## src/wallacePkg.sv

```systemverilog
// Wallace tree shared constants

//////////////////////////////////////////////////
// Sizes, row counts and latency for the 16x16
// carry-save reduction tree
//////////////////////////////////////////////////

package wallacePkg;

	// Input partial products
	localparam int ppWidth = 16;
	localparam int ppCount = 16;

	// Aligned rows and the two output operands
	localparam int opWidth = 32;

	// One register per stage, so this is also the latency in cycles
	localparam int stageCount = 6;

	//////////////////////////////////////////////////
	// Rows entering each stage
	//////////////////////////////////////////////////

	// Entry s is the input count of stage s
	// Entry s+1 is what stage s hands on
	// Every 3:2 group turns three rows into two,
	// one or two rows left over pass straight through
	localparam int stageRows [0:stageCount] = '{16, 11, 8, 6, 4, 3, 2};

	// Row count after one layer of 3:2 compressors
	function automatic int reducedRows(input int rowsIn);
		int groups;
		int leftover;
		groups = rowsIn / 3;
		leftover = rowsIn - 3 * groups;
		return 2 * groups + leftover;
	endfunction

	// Number of full 3:2 groups in a layer
	function automatic int groupsOf(input int rowsIn);
		return rowsIn / 3;
	endfunction

	// Rows that fall outside the last group
	function automatic int leftoverOf(input int rowsIn);
		return rowsIn - 3 * (rowsIn / 3);
	endfunction

endpackage

```

## src/csaStage.sv

```systemverilog
// Registered 3:2 compression layer

`timescale 1ns/10ps

//////////////////////////////////////////////////
// One stage of the reduction tree
//
// Input rows are split into groups of three from
// row 0. Each group gives a sum row and a carry
// row. Rows left over after the last group pass
// through unchanged. Result and valid are both
// registered, so the stage costs one cycle.
//////////////////////////////////////////////////

module csaStage #(
	parameter int stageIndex = 0
) (
	input  logic clk,
	input  logic reset,

	input  logic inValid,
	input  logic [wallacePkg::stageRows[stageIndex]-1:0][wallacePkg::opWidth-1:0] inRows,

	output logic outValid,
	output logic [wallacePkg::stageRows[stageIndex+1]-1:0][wallacePkg::opWidth-1:0] outRows
);

	localparam int rowWidth = wallacePkg::opWidth;
	localparam int inCount = wallacePkg::stageRows[stageIndex];
	localparam int outCount = wallacePkg::stageRows[stageIndex + 1];
	localparam int groupCount = wallacePkg::groupsOf(inCount);
	localparam int leftCount = wallacePkg::leftoverOf(inCount);

	// Combinational result of this layer
	logic [outCount-1:0][rowWidth-1:0] nextRows;

	//////////////////////////////////////////////////
	// Table consistency
	//////////////////////////////////////////////////

	// The row table must agree with what one layer of 3:2 groups produces
	if (wallacePkg::reducedRows(inCount) != outCount) begin : rowCountCheck
		$error("csaStage %0d: %0d rows in cannot reduce to %0d rows out",
			stageIndex, inCount, outCount);
	end

	//////////////////////////////////////////////////
	// 3:2 compressor groups
	//////////////////////////////////////////////////

	genvar k;
	generate
		for (k = 0; k < groupCount; k++) begin : group
			logic [rowWidth-1:0] rowA;
			logic [rowWidth-1:0] rowB;
			logic [rowWidth-1:0] rowC;
			logic [rowWidth-1:0] majority;

			assign rowA = inRows[3 * k];
			assign rowB = inRows[3 * k + 1];
			assign rowC = inRows[3 * k + 2];

			// Full adder per bit column
			assign majority = (rowA & rowB) | (rowA & rowC) | (rowB & rowC);

			// Sum stays in place
			assign nextRows[2 * k] = rowA ^ rowB ^ rowC;

			// Carry moves up one column, the top carry falls off (mod 2^32)
			assign nextRows[2 * k + 1] = {majority[rowWidth-2:0], 1'b0};
		end
	endgenerate

	//////////////////////////////////////////////////
	// Leftover rows
	//////////////////////////////////////////////////

	// Placed right after the last sum/carry pair
	genvar j;
	generate
		for (j = 0; j < leftCount; j++) begin : passRow
			assign nextRows[2 * groupCount + j] = inRows[3 * groupCount + j];
		end
	endgenerate

	//////////////////////////////////////////////////
	// Stage register
	//////////////////////////////////////////////////

	// Valid flag
	always_ff @(posedge clk) begin
		if (reset) begin
			outValid <= 1'b0;
		end else begin
			outValid <= inValid;
		end
	end

	// Data only loads on a valid sample, bubbles leave it alone
	always_ff @(posedge clk) begin
		if (inValid) begin
			outRows <= nextRows;
		end
	end

endmodule

```

## src/wallaceTree16x16.sv

```systemverilog
// Pipelined 16x16 Wallace tree

`timescale 1ns/10ps

//////////////////////////////////////////////////
// Sixteen 16-bit partial products in, two 32-bit
// operands out. Row i carries weight 2^i. After
// six registered 3:2 layers, opa + opb (mod 2^32)
// equals the weighted sum of the rows.
//
// Row counts per stage: 16 11 8 6 4 3 2
// Latency is six cycles, one sample per cycle.
//////////////////////////////////////////////////

module wallaceTree16x16 (
	input  logic clk,
	input  logic reset,

	input  logic inValid,
	input  logic [wallacePkg::ppCount-1:0][wallacePkg::ppWidth-1:0] pp,

	output logic outValid,
	output logic [wallacePkg::opWidth-1:0] opa,
	output logic [wallacePkg::opWidth-1:0] opb
);

	localparam int rowWidth = wallacePkg::opWidth;
	localparam int padWidth = wallacePkg::opWidth - wallacePkg::ppWidth;

	// Valid flag in front of each stage, last entry is the output
	logic [wallacePkg::stageCount:0] stageValid;

	// Rows between stages, rowsN feeds stage N
	logic [wallacePkg::stageRows[0]-1:0][rowWidth-1:0] rows0;
	logic [wallacePkg::stageRows[1]-1:0][rowWidth-1:0] rows1;
	logic [wallacePkg::stageRows[2]-1:0][rowWidth-1:0] rows2;
	logic [wallacePkg::stageRows[3]-1:0][rowWidth-1:0] rows3;
	logic [wallacePkg::stageRows[4]-1:0][rowWidth-1:0] rows4;
	logic [wallacePkg::stageRows[5]-1:0][rowWidth-1:0] rows5;
	logic [wallacePkg::stageRows[6]-1:0][rowWidth-1:0] rows6;

	//////////////////////////////////////////////////
	// Input alignment
	//////////////////////////////////////////////////

	// Zero-extend each row and move it to its weight
	// Row 15 tops out at bit 30, so nothing is lost
	genvar i;
	generate
		for (i = 0; i < wallacePkg::ppCount; i++) begin : align
			assign rows0[i] = {{padWidth{1'b0}}, pp[i]} << i;
		end
	endgenerate

	assign stageValid[0] = inValid;

	//////////////////////////////////////////////////
	// Reduction stages
	//////////////////////////////////////////////////

	// 16 -> 11
	csaStage #(
		.stageIndex(0)
	) stage0 (
		.clk      (clk),
		.reset    (reset),
		.inValid  (stageValid[0]),
		.inRows   (rows0),
		.outValid (stageValid[1]),
		.outRows  (rows1)
	);

	// 11 -> 8
	csaStage #(
		.stageIndex(1)
	) stage1 (
		.clk      (clk),
		.reset    (reset),
		.inValid  (stageValid[1]),
		.inRows   (rows1),
		.outValid (stageValid[2]),
		.outRows  (rows2)
	);

	// 8 -> 6
	csaStage #(
		.stageIndex(2)
	) stage2 (
		.clk      (clk),
		.reset    (reset),
		.inValid  (stageValid[2]),
		.inRows   (rows2),
		.outValid (stageValid[3]),
		.outRows  (rows3)
	);

	// 6 -> 4
	csaStage #(
		.stageIndex(3)
	) stage3 (
		.clk      (clk),
		.reset    (reset),
		.inValid  (stageValid[3]),
		.inRows   (rows3),
		.outValid (stageValid[4]),
		.outRows  (rows4)
	);

	// 4 -> 3
	csaStage #(
		.stageIndex(4)
	) stage4 (
		.clk      (clk),
		.reset    (reset),
		.inValid  (stageValid[4]),
		.inRows   (rows4),
		.outValid (stageValid[5]),
		.outRows  (rows5)
	);

	// 3 -> 2, the final sum/carry pair
	csaStage #(
		.stageIndex(5)
	) stage5 (
		.clk      (clk),
		.reset    (reset),
		.inValid  (stageValid[5]),
		.inRows   (rows5),
		.outValid (stageValid[6]),
		.outRows  (rows6)
	);

	//////////////////////////////////////////////////
	// Outputs
	//////////////////////////////////////////////////

	// Carry-propagate add of opa and opb is left to the consumer
	assign opa = rows6[0];
	assign opb = rows6[1];
	assign outValid = stageValid[wallacePkg::stageCount];

endmodule

```

## config.mk

```make
export PLATFORM = sky130hd
export DESIGN_NAME = wallaceTree16x16
export DESIGN_NICKNAME = d
export VERILOG_FILES = /design/src/wallacePkg.sv /design/src/csaStage.sv /design/src/wallaceTree16x16.sv
export SDC_FILE = /design/constraint.sdc
export NUM_CORES = 1
export LEC_CHECK = 0
export BUFFER_PORTS_ARGS = -buffer_cell sky130_fd_sc_hd__buf_2
export CAP_MARGIN = 5
export CORE_ASPECT_RATIO = 1.5
export CORE_MARGIN = 4
export CORE_UTILIZATION = 50
export DETAILED_ROUTE_END_ITERATION = 7
export GPL_TIMING_DRIVEN = 0
export PLACE_DENSITY = 0.69
export SETUP_SLACK_MARGIN = 0.05
export SLEW_MARGIN = 20
export SYNTH_ARGS = -nofsm -noshare
export SYNTH_HDL_FRONTEND = slang
export SYNTH_SLANG_ARGS = --single-unit
```

## constraint.sdc

```tcl
create_clock -name clk -period 5.6 [get_ports clk]
set_clock_uncertainty 0.1 [all_clocks]
set_input_delay 0 -clock clk [delete_from_list [all_inputs] [get_ports clk]]
set_output_delay 0 -clock clk [all_outputs]
set_load 0.01 [all_outputs]
```

Word level (Yosys, flattened, before mapping) --
Index checks and enable logic that the tools add are counted.
Word-level totals: register bits 1029, input port bits 259, output and inout bits 65, logic and storage cells 138
Cells by class: bitwise gates (word level) 98
Operators by type and width (number):
- 31-bit OR | 28
- 31-bit AND | 27
- 32-bit XOR | 17
- 32-bit by 18-bit XOR with 32-bit output | 1
- 32-bit by 21-bit XOR with 32-bit output | 1
- 32-bit by 24-bit XOR with 32-bit output | 1
- 32-bit by 27-bit XOR with 32-bit output | 1
- 32-bit by 30-bit XOR with 32-bit output | 1
- 32-bit by 31-bit XOR with 32-bit output | 1
- 28-bit by 30-bit AND with 30-bit output | 1
- 29-bit by 30-bit AND with 30-bit output | 1
- 28-bit by 29-bit AND with 29-bit output | 1
- 28-bit by 29-bit XOR with 29-bit output | 1
- 25-bit by 27-bit AND with 27-bit output | 1
- 26-bit by 27-bit AND with 27-bit output | 1
- 25-bit by 26-bit AND with 26-bit output | 1
- 25-bit by 26-bit XOR with 26-bit output | 1
- 22-bit by 24-bit AND with 24-bit output | 1
- 23-bit by 24-bit AND with 24-bit output | 1
- 22-bit by 23-bit AND with 23-bit output | 1
- 22-bit by 23-bit XOR with 23-bit output | 1
- 19-bit by 21-bit AND with 21-bit output | 1
- 20-bit by 21-bit AND with 21-bit output | 1
- 19-bit by 20-bit AND with 20-bit output | 1
- 5 further kinds | 5

Logic depth before layout (Yosys ltp) --
Gate-level depths: netlist of run 1.
depth after elaboration 3, gate-level depth with buffers 1, gate-level depth less buffers 1

Hierarchy --
A second synthesis of run 1 with hierarchy kept.
Second synthesis, totals: cells, all modules 1555, area, all modules 41561.1 µm²
By module, submodules not included:
- csaStage (stage0) | instances 1, cells each 515, area each 13709.4 µm², seq. area each 10440.0 µm²
- csaStage (stage1) | instances 1, cells each 355, area each 9582.9 µm², seq. area each 7617.3 µm²
- csaStage (stage2) | instances 1, cells each 259, area each 7039.3 µm², seq. area each 5725.5 µm²
- csaStage (stage3) | instances 1, cells each 195, area each 5117.4 µm², seq. area each 3803.6 µm²
- csaStage (stage4) | instances 1, cells each 131, area each 3534.6 µm², seq. area each 2872.8 µm²
- csaStage (stage5) | instances 1, cells each 99, area each 2573.7 µm², seq. area each 1911.8 µm²
- wallaceTree16x16 | instances 1, cells each 1, area each 3.8 µm², seq. area each 0.0 µm²

Worst setup path after synthesis of run 1 --
No wires, ideal clock.
path kind register to register, start point register stage0.outValid, end point register stage1.outRows[0] (netlist bit) (enable), library setup time 0.516 ns, data arrival time 3.414 ns, required time 4.984 ns, path slack 1.570 ns, stages on the path, launching flop included 1, buffers on the path 0, period minus slack after synthesis 4.030 ns, path through dfxtp_1
RTL lines:
- from (decl) | RTL line csaStage.sv:24 | output logic outValid,
- from (signal assigned) | RTL line csaStage.sv:95 | outValid <= inValid;
- to (signal assigned) | RTL line csaStage.sv:102 | outRows <= nextRows;
- to (decl) | RTL line csaStage.sv:25 | output logic [wallacePkg::stageRows[stageIndex+1]-1:0][wallacePkg::opWidth-1:0] outRows
No word-level cell between the ends.

Final worst setup path of run 1 --
start point input inValid, end point register stage0.outRows[346] (netlist bit) (enable)
RTL lines:
- from (decl) | RTL line wallaceTree16x16.sv:19 | input logic inValid,
- to (signal assigned) | RTL line csaStage.sv:102
- to (decl) | RTL line csaStage.sv:25
No word-level cell between the ends.

==> metrics.md, run 1 <==
| Metric | Value |
|---|---|
| Hold Buf Count CTS | 345 |
| Post-Syn Instances | 934 |
| Crit path DAT | 1700 ps |
| Worst endpoint required time | 5710 ps |
| Clock Sinks | 666 |
| Setup CP Type | input pin to register |
| Cell area after synthesis | 24700 um2 |
| Fmax | 0.628 GHz |
| Post-CTS Repair Setup Buffers | 0 |
| DR DRC count | 0 |
| Antenna cells | 0 |
| Final period utilization | 0.284 |
| Critical path peak fanout | 87 |
| Total number of vias | 11231 |
| Startpoint Class | input pin |
| Sw power | 0.00219 W |
| Initial antenna violation count | 0 |
| Num CTS Buffers | 60 |
| Fraction of layout cells with a size suffix above 1 | 0.244 |
| PostCTS Resize Cnt | 0 |
| Mean post-synth cell area | 26.5 um2 |
| Comb pwr share | 0.075 |
| GP Congestion | 0.776 |
| Chip Height | 280 um |
| Max cap viols | 0 |
| Port Buffers | 315 |
| Site Rows | 99 |
| Grt total ovfl | 0 |
| Netlist cell types | 7 |
| Setup-failing EPs final | 0 |
| Vias in the first global route | 13234 |
| Crit. End Element | register |
| Clock group share of total power | 0.372 |
| Area delta synth->final | 32.8% |
| Shortest period the worst path allows | 1590 ps |
| I/O Pins | 324 |
| Core Region | 48800 um2 |
| Die ar. | 53100 um2 |
| Max_slew headroom | 0.601 |
| Via density | 4.72 |
| Die W | 190 um |
| Drt first pass iters | 4 |
| Worst VDD drop | 0.318 mV |
| Worst r2r path cells | 2 |
| Starting DRT DRC Count | 526 |
| Switching Fraction | 0.201 |
| Routed wire per std cell | 18.9 um |
| CTS root buf | clkbuf_16 |
| Total power | 0.0109 W |
| First-pass GRT wire length | 71.1 mm |
| Syn. warnings | 0 |
| CTS max path bufs | 3 |
| CTS H-Tree Depth | 2 |
| PD cells | 333 nW/um2 |
| Final wirelength | 45.0 mm |
| P_int | 0.00873 W |
| #FFs+latches synth | 666 |
| Setup TNS | 0 ps |
| HP Class | input pin to register |
| Worst-Margin Slew | 599 ps |
| Detailed Place HPWL | 26.5 mm |
| Total track usage | 0.175 |
| Seq pwr share | 0.552 |
| Sequential element share of the synthesized area | 0.807 |
| Remaining antenna violation count after routing | 0 |
| Fin. max-slew vios | 0 |
| Hold violation count in the final report | 0 |
| Initial Util | 0.506 |
| Leakage | 12.0 nW |
| Worst skew pair latency | 580 ps |
| Hold Crit Depth | 2 |
| Status | finished, final reports clean |
| Largest net degree at the start of global routing | 88 |
| Clk pin slew, worst setup/hold paths | 70 ps |
| CTS tree | done |
| Layout Nets | 2185 |
| RSZ-0062 raised after global routing | no |
-- final timing paths --
check,start,end,slack [ps]
max,inValid,stage0.outRows[346],4010
min,pp[242],stage0.outRows[337],50
max reg2reg,stage2.outValid,stage3.outRows[15],4080
min reg2reg,stage2.outRows[107],stage3.outRows[75],310
-- power by group through the flow --
stage / registers [W] / clock network [W] / logic, W
2_1_floorplan: 0.00613 / 0 / 0.000161
3_3_place_gp: 0.00618 / 0 / 0.000461
3_5_place_dp: 0.00614 / 0 / 0.000529
4_1_cts: 0.00604 / 0.00418 / 0.000799
5_1_grt: 0.00607 / 0.00441 / 0.000924
6_report: 0.00604 / 0.00407 / 0.000822
-- per-layer routing --
layer / track usage / wire length, um
met4: 0.0666 / 1790
met5: 0 / 0
met2: 0.329 / 25500
met1: 0.198 / 15800
met3: 0.0306 / 1950
-- layout by cell type, fill, tap and decap left out, drive strengths merged --
cell type and count:
clkbuf 76, ha 53, clkinvlp 3, edfxtp 660, clkinv 23, inv 2, buf 333, fa 200
dlygate4sd3 345, conb 8, nor2b 6, bufinv 8, dfxtp 6
-- per-stage QoR --
step           area [um2]  cells  setup slack, ps  hold slack [ps]   util
2_1_floorplan       24700    941             1570            -28.4      -
3_3_place_gp        27100   1912              170             78.3  0.556
3_5_place_dp        27400   1922             4010             78.1  0.562
4_1_cts             32800   2379             4050             1.46  0.673
5_1_grt             32800   2379             3930             13.3  0.673
6_report            32800   2379             4010             45.6  0.673
-- synth_stat cells, drive strengths merged --
master | count | share of area
buf | 8 | 0.0024
conb | 1 | 0.00015
dfxtp | 6 | 0.0049
edfxtp | 660 | 0.80
fa | 200 | 0.16
ha | 53 | 0.027
nor2b | 6 | 0.0015
-- cell type report --
class,count,area [um2]
multi-input cells,267,4730
fillers,3078,16000
flip-flops and latches,666,20000
repair buffers,670,5290
well taps,656,821
plain buffers,8,60.1
clock buffers,76,1580
clock inverters,36,382
-- worst max-delay path, stage by stage --
cell	delay, ps
dlygate4sd3_1	560
buf_8	310
buf_16	300
buf_16	350
-- logic make-up after synthesis --
kind of cell  synth area share
flops                    0.807
fa+ha+maj                0.189
other cells           0.000152
buf+inv                0.00243
simple gates           0.00152
-- flip-flops by register name, indices dropped and copies added, names as in the netlist --
| register | count |
|---|---|
| stage0.outRows | 186 |
| stage1.outRows | 143 |
| stage2.outRows | 116 |
| stage3.outRows | 87 |
| stage4.outRows | 72 |
| stage5.outRows | 56 |
| stage0.outValid | 1 |
| stage1.outValid | 1 |
| stage2.outValid | 1 |
| stage3.outValid | 1 |
| stage4.outValid | 1 |
| stage5.outValid | 1 |
Note: power is estimated with default switching activity, not from simulation.
==> run 2, diff against run 1 <==
- PLACE_DENSITY: 0.69 -> 0.71
- clock period: 5.6 -> 1.42 ns (I/O delays scaled with it)
==> metrics.md, run 2 (same netlist as run 1, synthesis figures left out) <==
| Metric | Value |
|---|---|
| Fmax | 0.711 GHz |
| CTS root buf | clkbuf_16 (unchanged) |
| Port Buffers | 315 (unchanged) |
| Fraction of layout cells with a size suffix above 1 | 0.264 (was 0.244) |
| Reg-to-reg startpoint | stage4.outRows[16] (was stage2.outValid) |
| WHS | -337 ps (was 45.6 ps) |
| Worst-Margin Slew | 763 ps (was 599 ps) |
| RSZ-0062 raised after global routing | no (unchanged) |
| Most common cell after layout, fill and taps aside | edfxtp_1 (unchanged) |
| Worst skew pair latency | 590 ps (was 580 ps) |
| Num CTS Buffers | 59 (was 60) |
| Worst VDD drop | 1.07 mV (was 0.318 mV) |
| Final wirelength | 47.7 mm (was 45.0 mm) |
| Crit path DAT | 1640 ps (was 1700 ps) |
| I/O Pins | 324 (unchanged) |
| Site Rows | 99 (unchanged) |
| Area delta synth->final | 30.5% (was 32.8%) |
| Initial antenna violation count | 2 (was 0) |
| Vias in the first global route | 13169 (was 13234) |
| PD cells | 1310 nW/um2 (was 333 nW/um2) |
| HP Class | input pin to register (unchanged) |
| Util after Layout | 0.661 (was 0.673) |
| Initial Util | 0.506 (unchanged) |
| Hold wc startpoint | pp[73] (was pp[242]) |
| Die ar. | 53100 um2 (unchanged) |
| Drt first pass iters | 4 (unchanged) |
| Final period utilization | 0.990 |
| Shortest period the worst path allows | 1410 ps |
| Number of flip-flops in the largest register | 186 (unchanged) |
| CTS H-Tree Depth | 2 (unchanged) |
| Clk pin slew, worst setup/hold paths | 70 ps (about the same) |
| Detailed Place HPWL | 26.1 mm (was 26.5 mm) |
| Biggest register | stage0.outRows (unchanged) |
| Die W | 190 um (unchanged) |
| Grt total ovfl | 0 (unchanged) |
| CTS max path bufs | 3 (unchanged) |
| Starting DRT DRC Count | 503 (was 526) |
| Chip Height | 280 um (unchanged) |
| Most frequent cells in the layout | edfxtp_1, buf_2, dlygate4sd3_1 (was edfxtp_1, dlygate4sd3_1, buf_2) |
| Setup TNS | 0 ps (unchanged) |
| Top flop regs | stage0.outRows: 186 flops, stage1.outRows: 143 flops, stage2.outRows: 116 flops (unchanged) |
| Total track usage | 0.187 (was 0.175) |
| Crit path from | pp[88] (was inValid) |
| Routed wire per std cell | 20.6 um (was 18.9 um) |
| Setup CP Type | input pin to register (unchanged) |
| Core Region | 48800 um2 (unchanged) |
| Total number of vias | 11087 (was 11231) |
| Leakage | 11.7 nW (was 12.0 nW) |
| Crit. End Element | register (unchanged) |
| DR DRC count | 0 (unchanged) |
| Worst endpoint required time | 1650 ps (was 5710 ps) |
| Largest net degree at the start of global routing | 97 (was 88) |
| Layout Nets | 2122 (was 2185) |
| Max cap viols | 0 (unchanged) |
| First-pass GRT wire length | 74.3 mm (was 71.1 mm) |
| Remaining antenna violation count after routing | 0 (unchanged) |
| Total power | 0.0422 W (was 0.0109 W) |
| Violated checks | hold timing |
| GP Congestion | 0.783 (was 0.776) |
| Via density | 4.79 (was 4.72) |
| Final cell count without fillers | 2314 (was 2379) |
| Dpl cells | 1918 (was 1922) |
| CTS tree | done (unchanged) |
| Max_slew headroom | 0.491 (was 0.601) |
| Startpoint Class | input pin (unchanged) |
| Clock Sinks | 666 (unchanged) |
| Setup-failing EPs final | 0 (unchanged) |
| Status | complete, but fails checks (was finished, final reports clean) |
| Critical path peak fanout | 1 (was 87) |
| Fin. max-slew vios | 0 (unchanged) |
| Hold violation count in the final report | 99 (was 0) |
## run 2: worst paths after layout
check                             end  slack (ps)  cells after the start
hold reg to reg   stage2.outRows[187]         310                      0
setup reg to reg   stage5.outRows[16]          80                      1
setup / recovery  stage0.outRows[110]          10                      4
hold / removal     stage0.outRows[77]        -340                      2
## run 2: critical path, cell delays in order
cell,delay (ps)
dlygate4sd3_1,550
buf_2,130
fa_1,370
dlygate4sd3_1,580
## run 2: metal layers
metal | global-route usage | share of wire | vias up
li1 | - | - | 4929
met1 | 0.208 | 0.34 | 5734
met2 | 0.359 | 0.58 | 338
met3 | 0.0339 | 0.048 | 86
met4 | 0.0618 | 0.034 | 0
met5 | 0 | 0 | -
## run 2: final cells by class
class	count	area [um2]
sequential	666	20000
buffer	8	60.1
tap	656	821
clock inverter	37	368
antenna	4	10.0
timing repair buffer	608	4750
clock buffer	68	1510
fill	3098	16600
multi-input combinational	267	4760
## run 2: report_power, final
part	total (W)	internal, W	switching, W
clock network	0.0156	0.00886	0.00671
registers	0.0238	0.0232	0.000564
logic	0.00286	0.00155	0.00132
## run 2: per-stage QoR
stage / hold WS (ps) / setup WS [ps] / area (um2)
global route: -342 / 47.7 / 32200
CTS: -357 / 50.0 / 32400
detailed placement: 78.1 / -503 / 27300
global placement: 78.8 / -2240 / 27100
finish: -337 / 13.7 / 32200
floorplan: -38.1 / -336 / 24800
## run 2: timing repair
action	in CTS	in global routing
cloned	2	0
hold endpoints to repair	283	128
hold buffers	296	18
pin swaps	0	4
setup buffers	9	5
endpoints found under the setup margin	271	85
resized for setup	1	11
==> run 3, diff against run 2 <==
- BUFFER_PORTS_ARGS: -buffer_cell sky130_fd_sc_hd__buf_2 -> default
- CORE_ASPECT_RATIO: 1.5 -> 0.6
- DONT_BUFFER_PORTS: default -> 1
- PLACE_DENSITY: 0.71 -> 0.66
==> metrics.md, run 3 <==
| Metric | Value |
|---|---|
| Site Rows | 62 (was 99) |
| CTS H-Tree Depth | 2 (unchanged) |
| Chip Height | 180 um (was 280 um) |
| Status | aborted with a tool error (was complete, but fails checks) |
| Post-Syn Instances | 934 (unchanged) |
| Synth area leaders | edfxtp_1, fa_1, ha_1, dfxtp_1, buf_4 (unchanged) |
| Num CTS Buffers | 58 (was 59) |
| CTS max path bufs | 3 (unchanged) |
| CTS root buf | clkbuf_16 (unchanged) |
| Number of synthesized flops with an enable pin | 660 (unchanged) |
| Ys flop type | edfxtp_1 (unchanged) |
| Syn. warnings | 0 (unchanged) |
| Share of the synthesized area in the top cell type | 0.802 (unchanged) |
| Port Buffers | 0 (was 315) |
| Cell area after synthesis | 24700 um2 (unchanged) |
| Dpl cells | 1587 (was 1918) |
| Sequential element share of the synthesized area | 0.807 (unchanged) |
| Post-synth top cells | edfxtp_1, fa_1, ha_1, buf_4 (unchanged) |
| Post-CTS Repair Setup Buffers | 10 (was 9) |
| Cell taking the most area after synthesis | edfxtp_1 (unchanged) |
| Netlist cell types | 7 (unchanged) |
| Most frequent cell after synthesis | edfxtp_1 (unchanged) |
| Synth async-reset ratio | 0 (unchanged) |
| I/O Pins | 324 (unchanged) |
| Hold Buf Count CTS | 343 (was 296) |
| Last flow stage reached | 4_1_cts |
| Die W | 295 um (was 190 um) |
| First Err | [ERROR RSZ-0060] Max buffer count reached. |
| Initial Util | 0.511 (was 0.506) |
| Detailed Place HPWL | 25.7 mm (was 26.1 mm) |
| #FFs+latches synth | 666 (unchanged) |
| GP Congestion | 0.751 (was 0.783) |
| Clock Sinks | 666 (unchanged) |
| Mean post-synth cell area | 26.5 um2 (unchanged) |
| PostCTS Resize Cnt | 9 (was 1) |
## run 3: cell counts after synthesis
No cell type changed its count.
## run 3: through the flow
step / utilization / cell area (um2) / setup WS (ps)
after floorplan: - / 24800 / -336
after global placement: 0.529 / 25600 / -925
after detailed placement: 0.532 / 25700 / -566
## run 3: logic make-up after synthesis
kind of cell	Yosys count	share of synthesized area
adder cells (fa/ha/maj)	253	0.189
flip-flops	666	0.807
AND/OR/NAND/NOR	6	0.00152
buffers and inverters	8	0.00243
other	1	0.000152
==> run 4, diff against run 3 <==
- CORE_ASPECT_RATIO: 0.6 -> default
- CORE_UTILIZATION: 50 -> 35
- PLACE_DENSITY: 0.66 -> default
- PLACE_DENSITY_LB_ADDON: default -> 0.15
- SETUP_SLACK_MARGIN: 0.05 -> default
- clock period: 1.42 -> 1.85 ns (I/O delays scaled with it)
==> metrics.md, run 4 (same netlist as run 1, synthesis figures left out) <==
| Metric | Value |
|---|---|
| Status | complete, but fails checks (was aborted with a tool error) |
| Violated checks | hold timing |
| Worst endpoint required time | 2010 ps |
| Clock Sinks | 666 (unchanged) |
| Shortest period the worst path allows | 1570 ps |
| Cell depth of the worst setup path | 1 |
| Post-CTS Repair Setup Buffers | 0 (was 10) |
| GP Congestion | 0.684 (was 0.751) |
| WHS | -551 ps |
| Area delta synth->final | 30.6% |
| CTS root buf | clkbuf_16 (unchanged) |
| Final period utilization | 0.849 |
| Initial Util | 0.353 (was 0.511) |
| Fmax | 0.636 GHz |
| Cell area after layout | 32300 um2 |
| Worst-Margin Slew | 676 ps |
| Sw power | 0.00701 W |
| Hold violation count in the final report | 186 |
| Hold wc startpoint | inValid |
| Routed wire per std cell | 17.6 um |
| RSZ-0062 raised after global routing | no |
| Reg-to-reg startpoint | stage2.outValid |
| Chip Height | 274 um (was 180 um) |
| Seq pwr share | 0.520 |
| CP cell instances | buf_16 |
| Final cell count without fillers | 2386 |
| Worst R2R End | stage3.outRows[119] |
| Crit path DAT | 1730 ps |
| Reg2Reg Setup Slack | 280 ps |
| Die W | 274 um (was 295 um) |
| Dpl cells | 1889 (was 1587) |
| Total number of vias | 10004 |
| Antenna cells | 0 |
| Grt total ovfl | 0 |
| Crit. End Element | register |
| Drt first pass iters | 4 |
| CTS tree | done |
| End point of the critical path | stage3.outRows[119] |
| Max cap viols | 0 |
| Worst VDD drop | 0.603 mV |
| Worst skew pair latency | 600 ps |
| Layout Nets | 1900 |
| First-pass GRT wire length | 64.9 mm |
| Slowest stage delay, CP | 770 ps |
| Core Region | 70000 um2 |
| Cell family with most CP delay | flip-flops |
| Startpoint Class | register |
| PD cells | 1090 nW/um2 |
| Comb pwr share | 0.060 |
| Detailed Place HPWL | 26.3 mm (was 25.7 mm) |
| Most common cell after layout, fill and taps aside | edfxtp_1 |
| WP buf/inv | 1 |
| P_int | 0.0281 W |
| Final wirelength | 42.0 mm |
| Util after Layout | 0.461 |
| Number of flip-flops in the largest register | 186 |
| Fraction of layout cells with a size suffix above 1 | 0.0899 |
| Initial antenna violation count | 2 |
| Site Rows | 97 (was 62) |
| Die ar. | 74900 um2 |
| Biggest register | stage0.outRows |
| Total track usage | 0.114 |
| Port Buffers | 0 (unchanged) |
| Vias in the first global route | 11409 |
| Via density | 4.19 |
| Final WS setup | 278 ps |
| Slowest CP cell | dfxtp_4 |
| Remaining antenna violation count after routing | 0 |
| Leakage | 11.0 nW |
| HP Class | input pin to register |
| Most frequent cells in the layout | edfxtp_1, dlygate4sd3_1, fa_1 |
| Top flop regs | stage0.outRows: 186 flops, stage1.outRows: 143 flops, stage2.outRows: 116 flops |
| Largest net degree at the start of global routing | 188 |
| Fin. max-slew vios | 0 |
| CTS max path bufs | 3 (unchanged) |
| Max_slew headroom | 0.549 |
| Fill cell count | 5889 |
| Crit path from | stage2.outValid |
| Worst r2r path cells | 1 |
| CTS H-Tree Depth | 3 (was 2) |
| Setup-failing EPs final | 0 |
| Num CTS Buffers | 73 (was 58) |
| Setup CP Type | register to register |
| Post-Place Setup Slack | 258 ps (was -566 ps) |
| Clk pin slew, worst setup/hold paths | 60 ps |
| I/O Pins | 324 (unchanged) |
| Cell Area, Placed | 26100 um2 (was 25700 um2) |
| Clock group share of total power | 0.421 |
| Switching Fraction | 0.200 |
| PostCTS Resize Cnt | 0 (was 9) |
| Hold Buf Count CTS | 364 (was 343) |
| DR DRC count | 0 |
| Starting DRT DRC Count | 548 |
| Critical path peak fanout | 45 |
run 4: layout make-up:
class | instances | area (um2) | area share
Clock inverter | 41 | 508 | 0.0157
Tap cell | 940 | 1180 | 0.0365
Buffer | 8 | 60.1 | 0.00186
Clock buffer | 92 | 1970 | 0.0611
Timing Repair Buffer | 372 | 3850 | 0.119
Multi-Input combinational cell | 267 | 4730 | 0.147
Sequential cell | 666 | 20000 | 0.619
run 4: worst min path at each step:
stage / slack, ps / endpoint / depth (start not counted)
floorplan: -40 / stage0.outValid / 1
global placement: -40 / stage1.outValid / 1
detailed placement: -40 / stage4.outValid / 1
CTS: -620 / stage0.outRows[42] / 0
global route: -600 / stage0.outRows[47] / 0
finish: -550 / stage0.outRows[241] / 0
run 4: per-stage QoR:
step / setup TNS (ps) / power [W]
floorplan: 0 / 0.0190
global placement: -190720 / 0.0198
detailed placement: 0 / 0.0198
CTS: 0 / 0.0358
global route: 0 / 0.0368
finish: 0 / 0.0351
run 4: per-layer routing:
metal	share of wire	global-route usage	vias up	routed length, um
li1	-	-	4498	-
met1	0.40	0.142	5202	16800
met2	0.52	0.193	236	21800
met3	0.056	0.0292	68	2350
met4	0.025	0.0448	0	1050
met5	0	0	-	0
run 4: power by group through the flow:
stage | combinational (W) | sequential (W) | clock [W]
after floorplan | 0.000487 | 0.0185 | 0
after global placement | 0.00113 | 0.0187 | 0
after detailed placement | 0.00126 | 0.0186 | 0
after CTS | 0.00216 | 0.0183 | 0.0154
after global routing | 0.00243 | 0.0183 | 0.0161
final | 0.00209 | 0.0182 | 0.0148
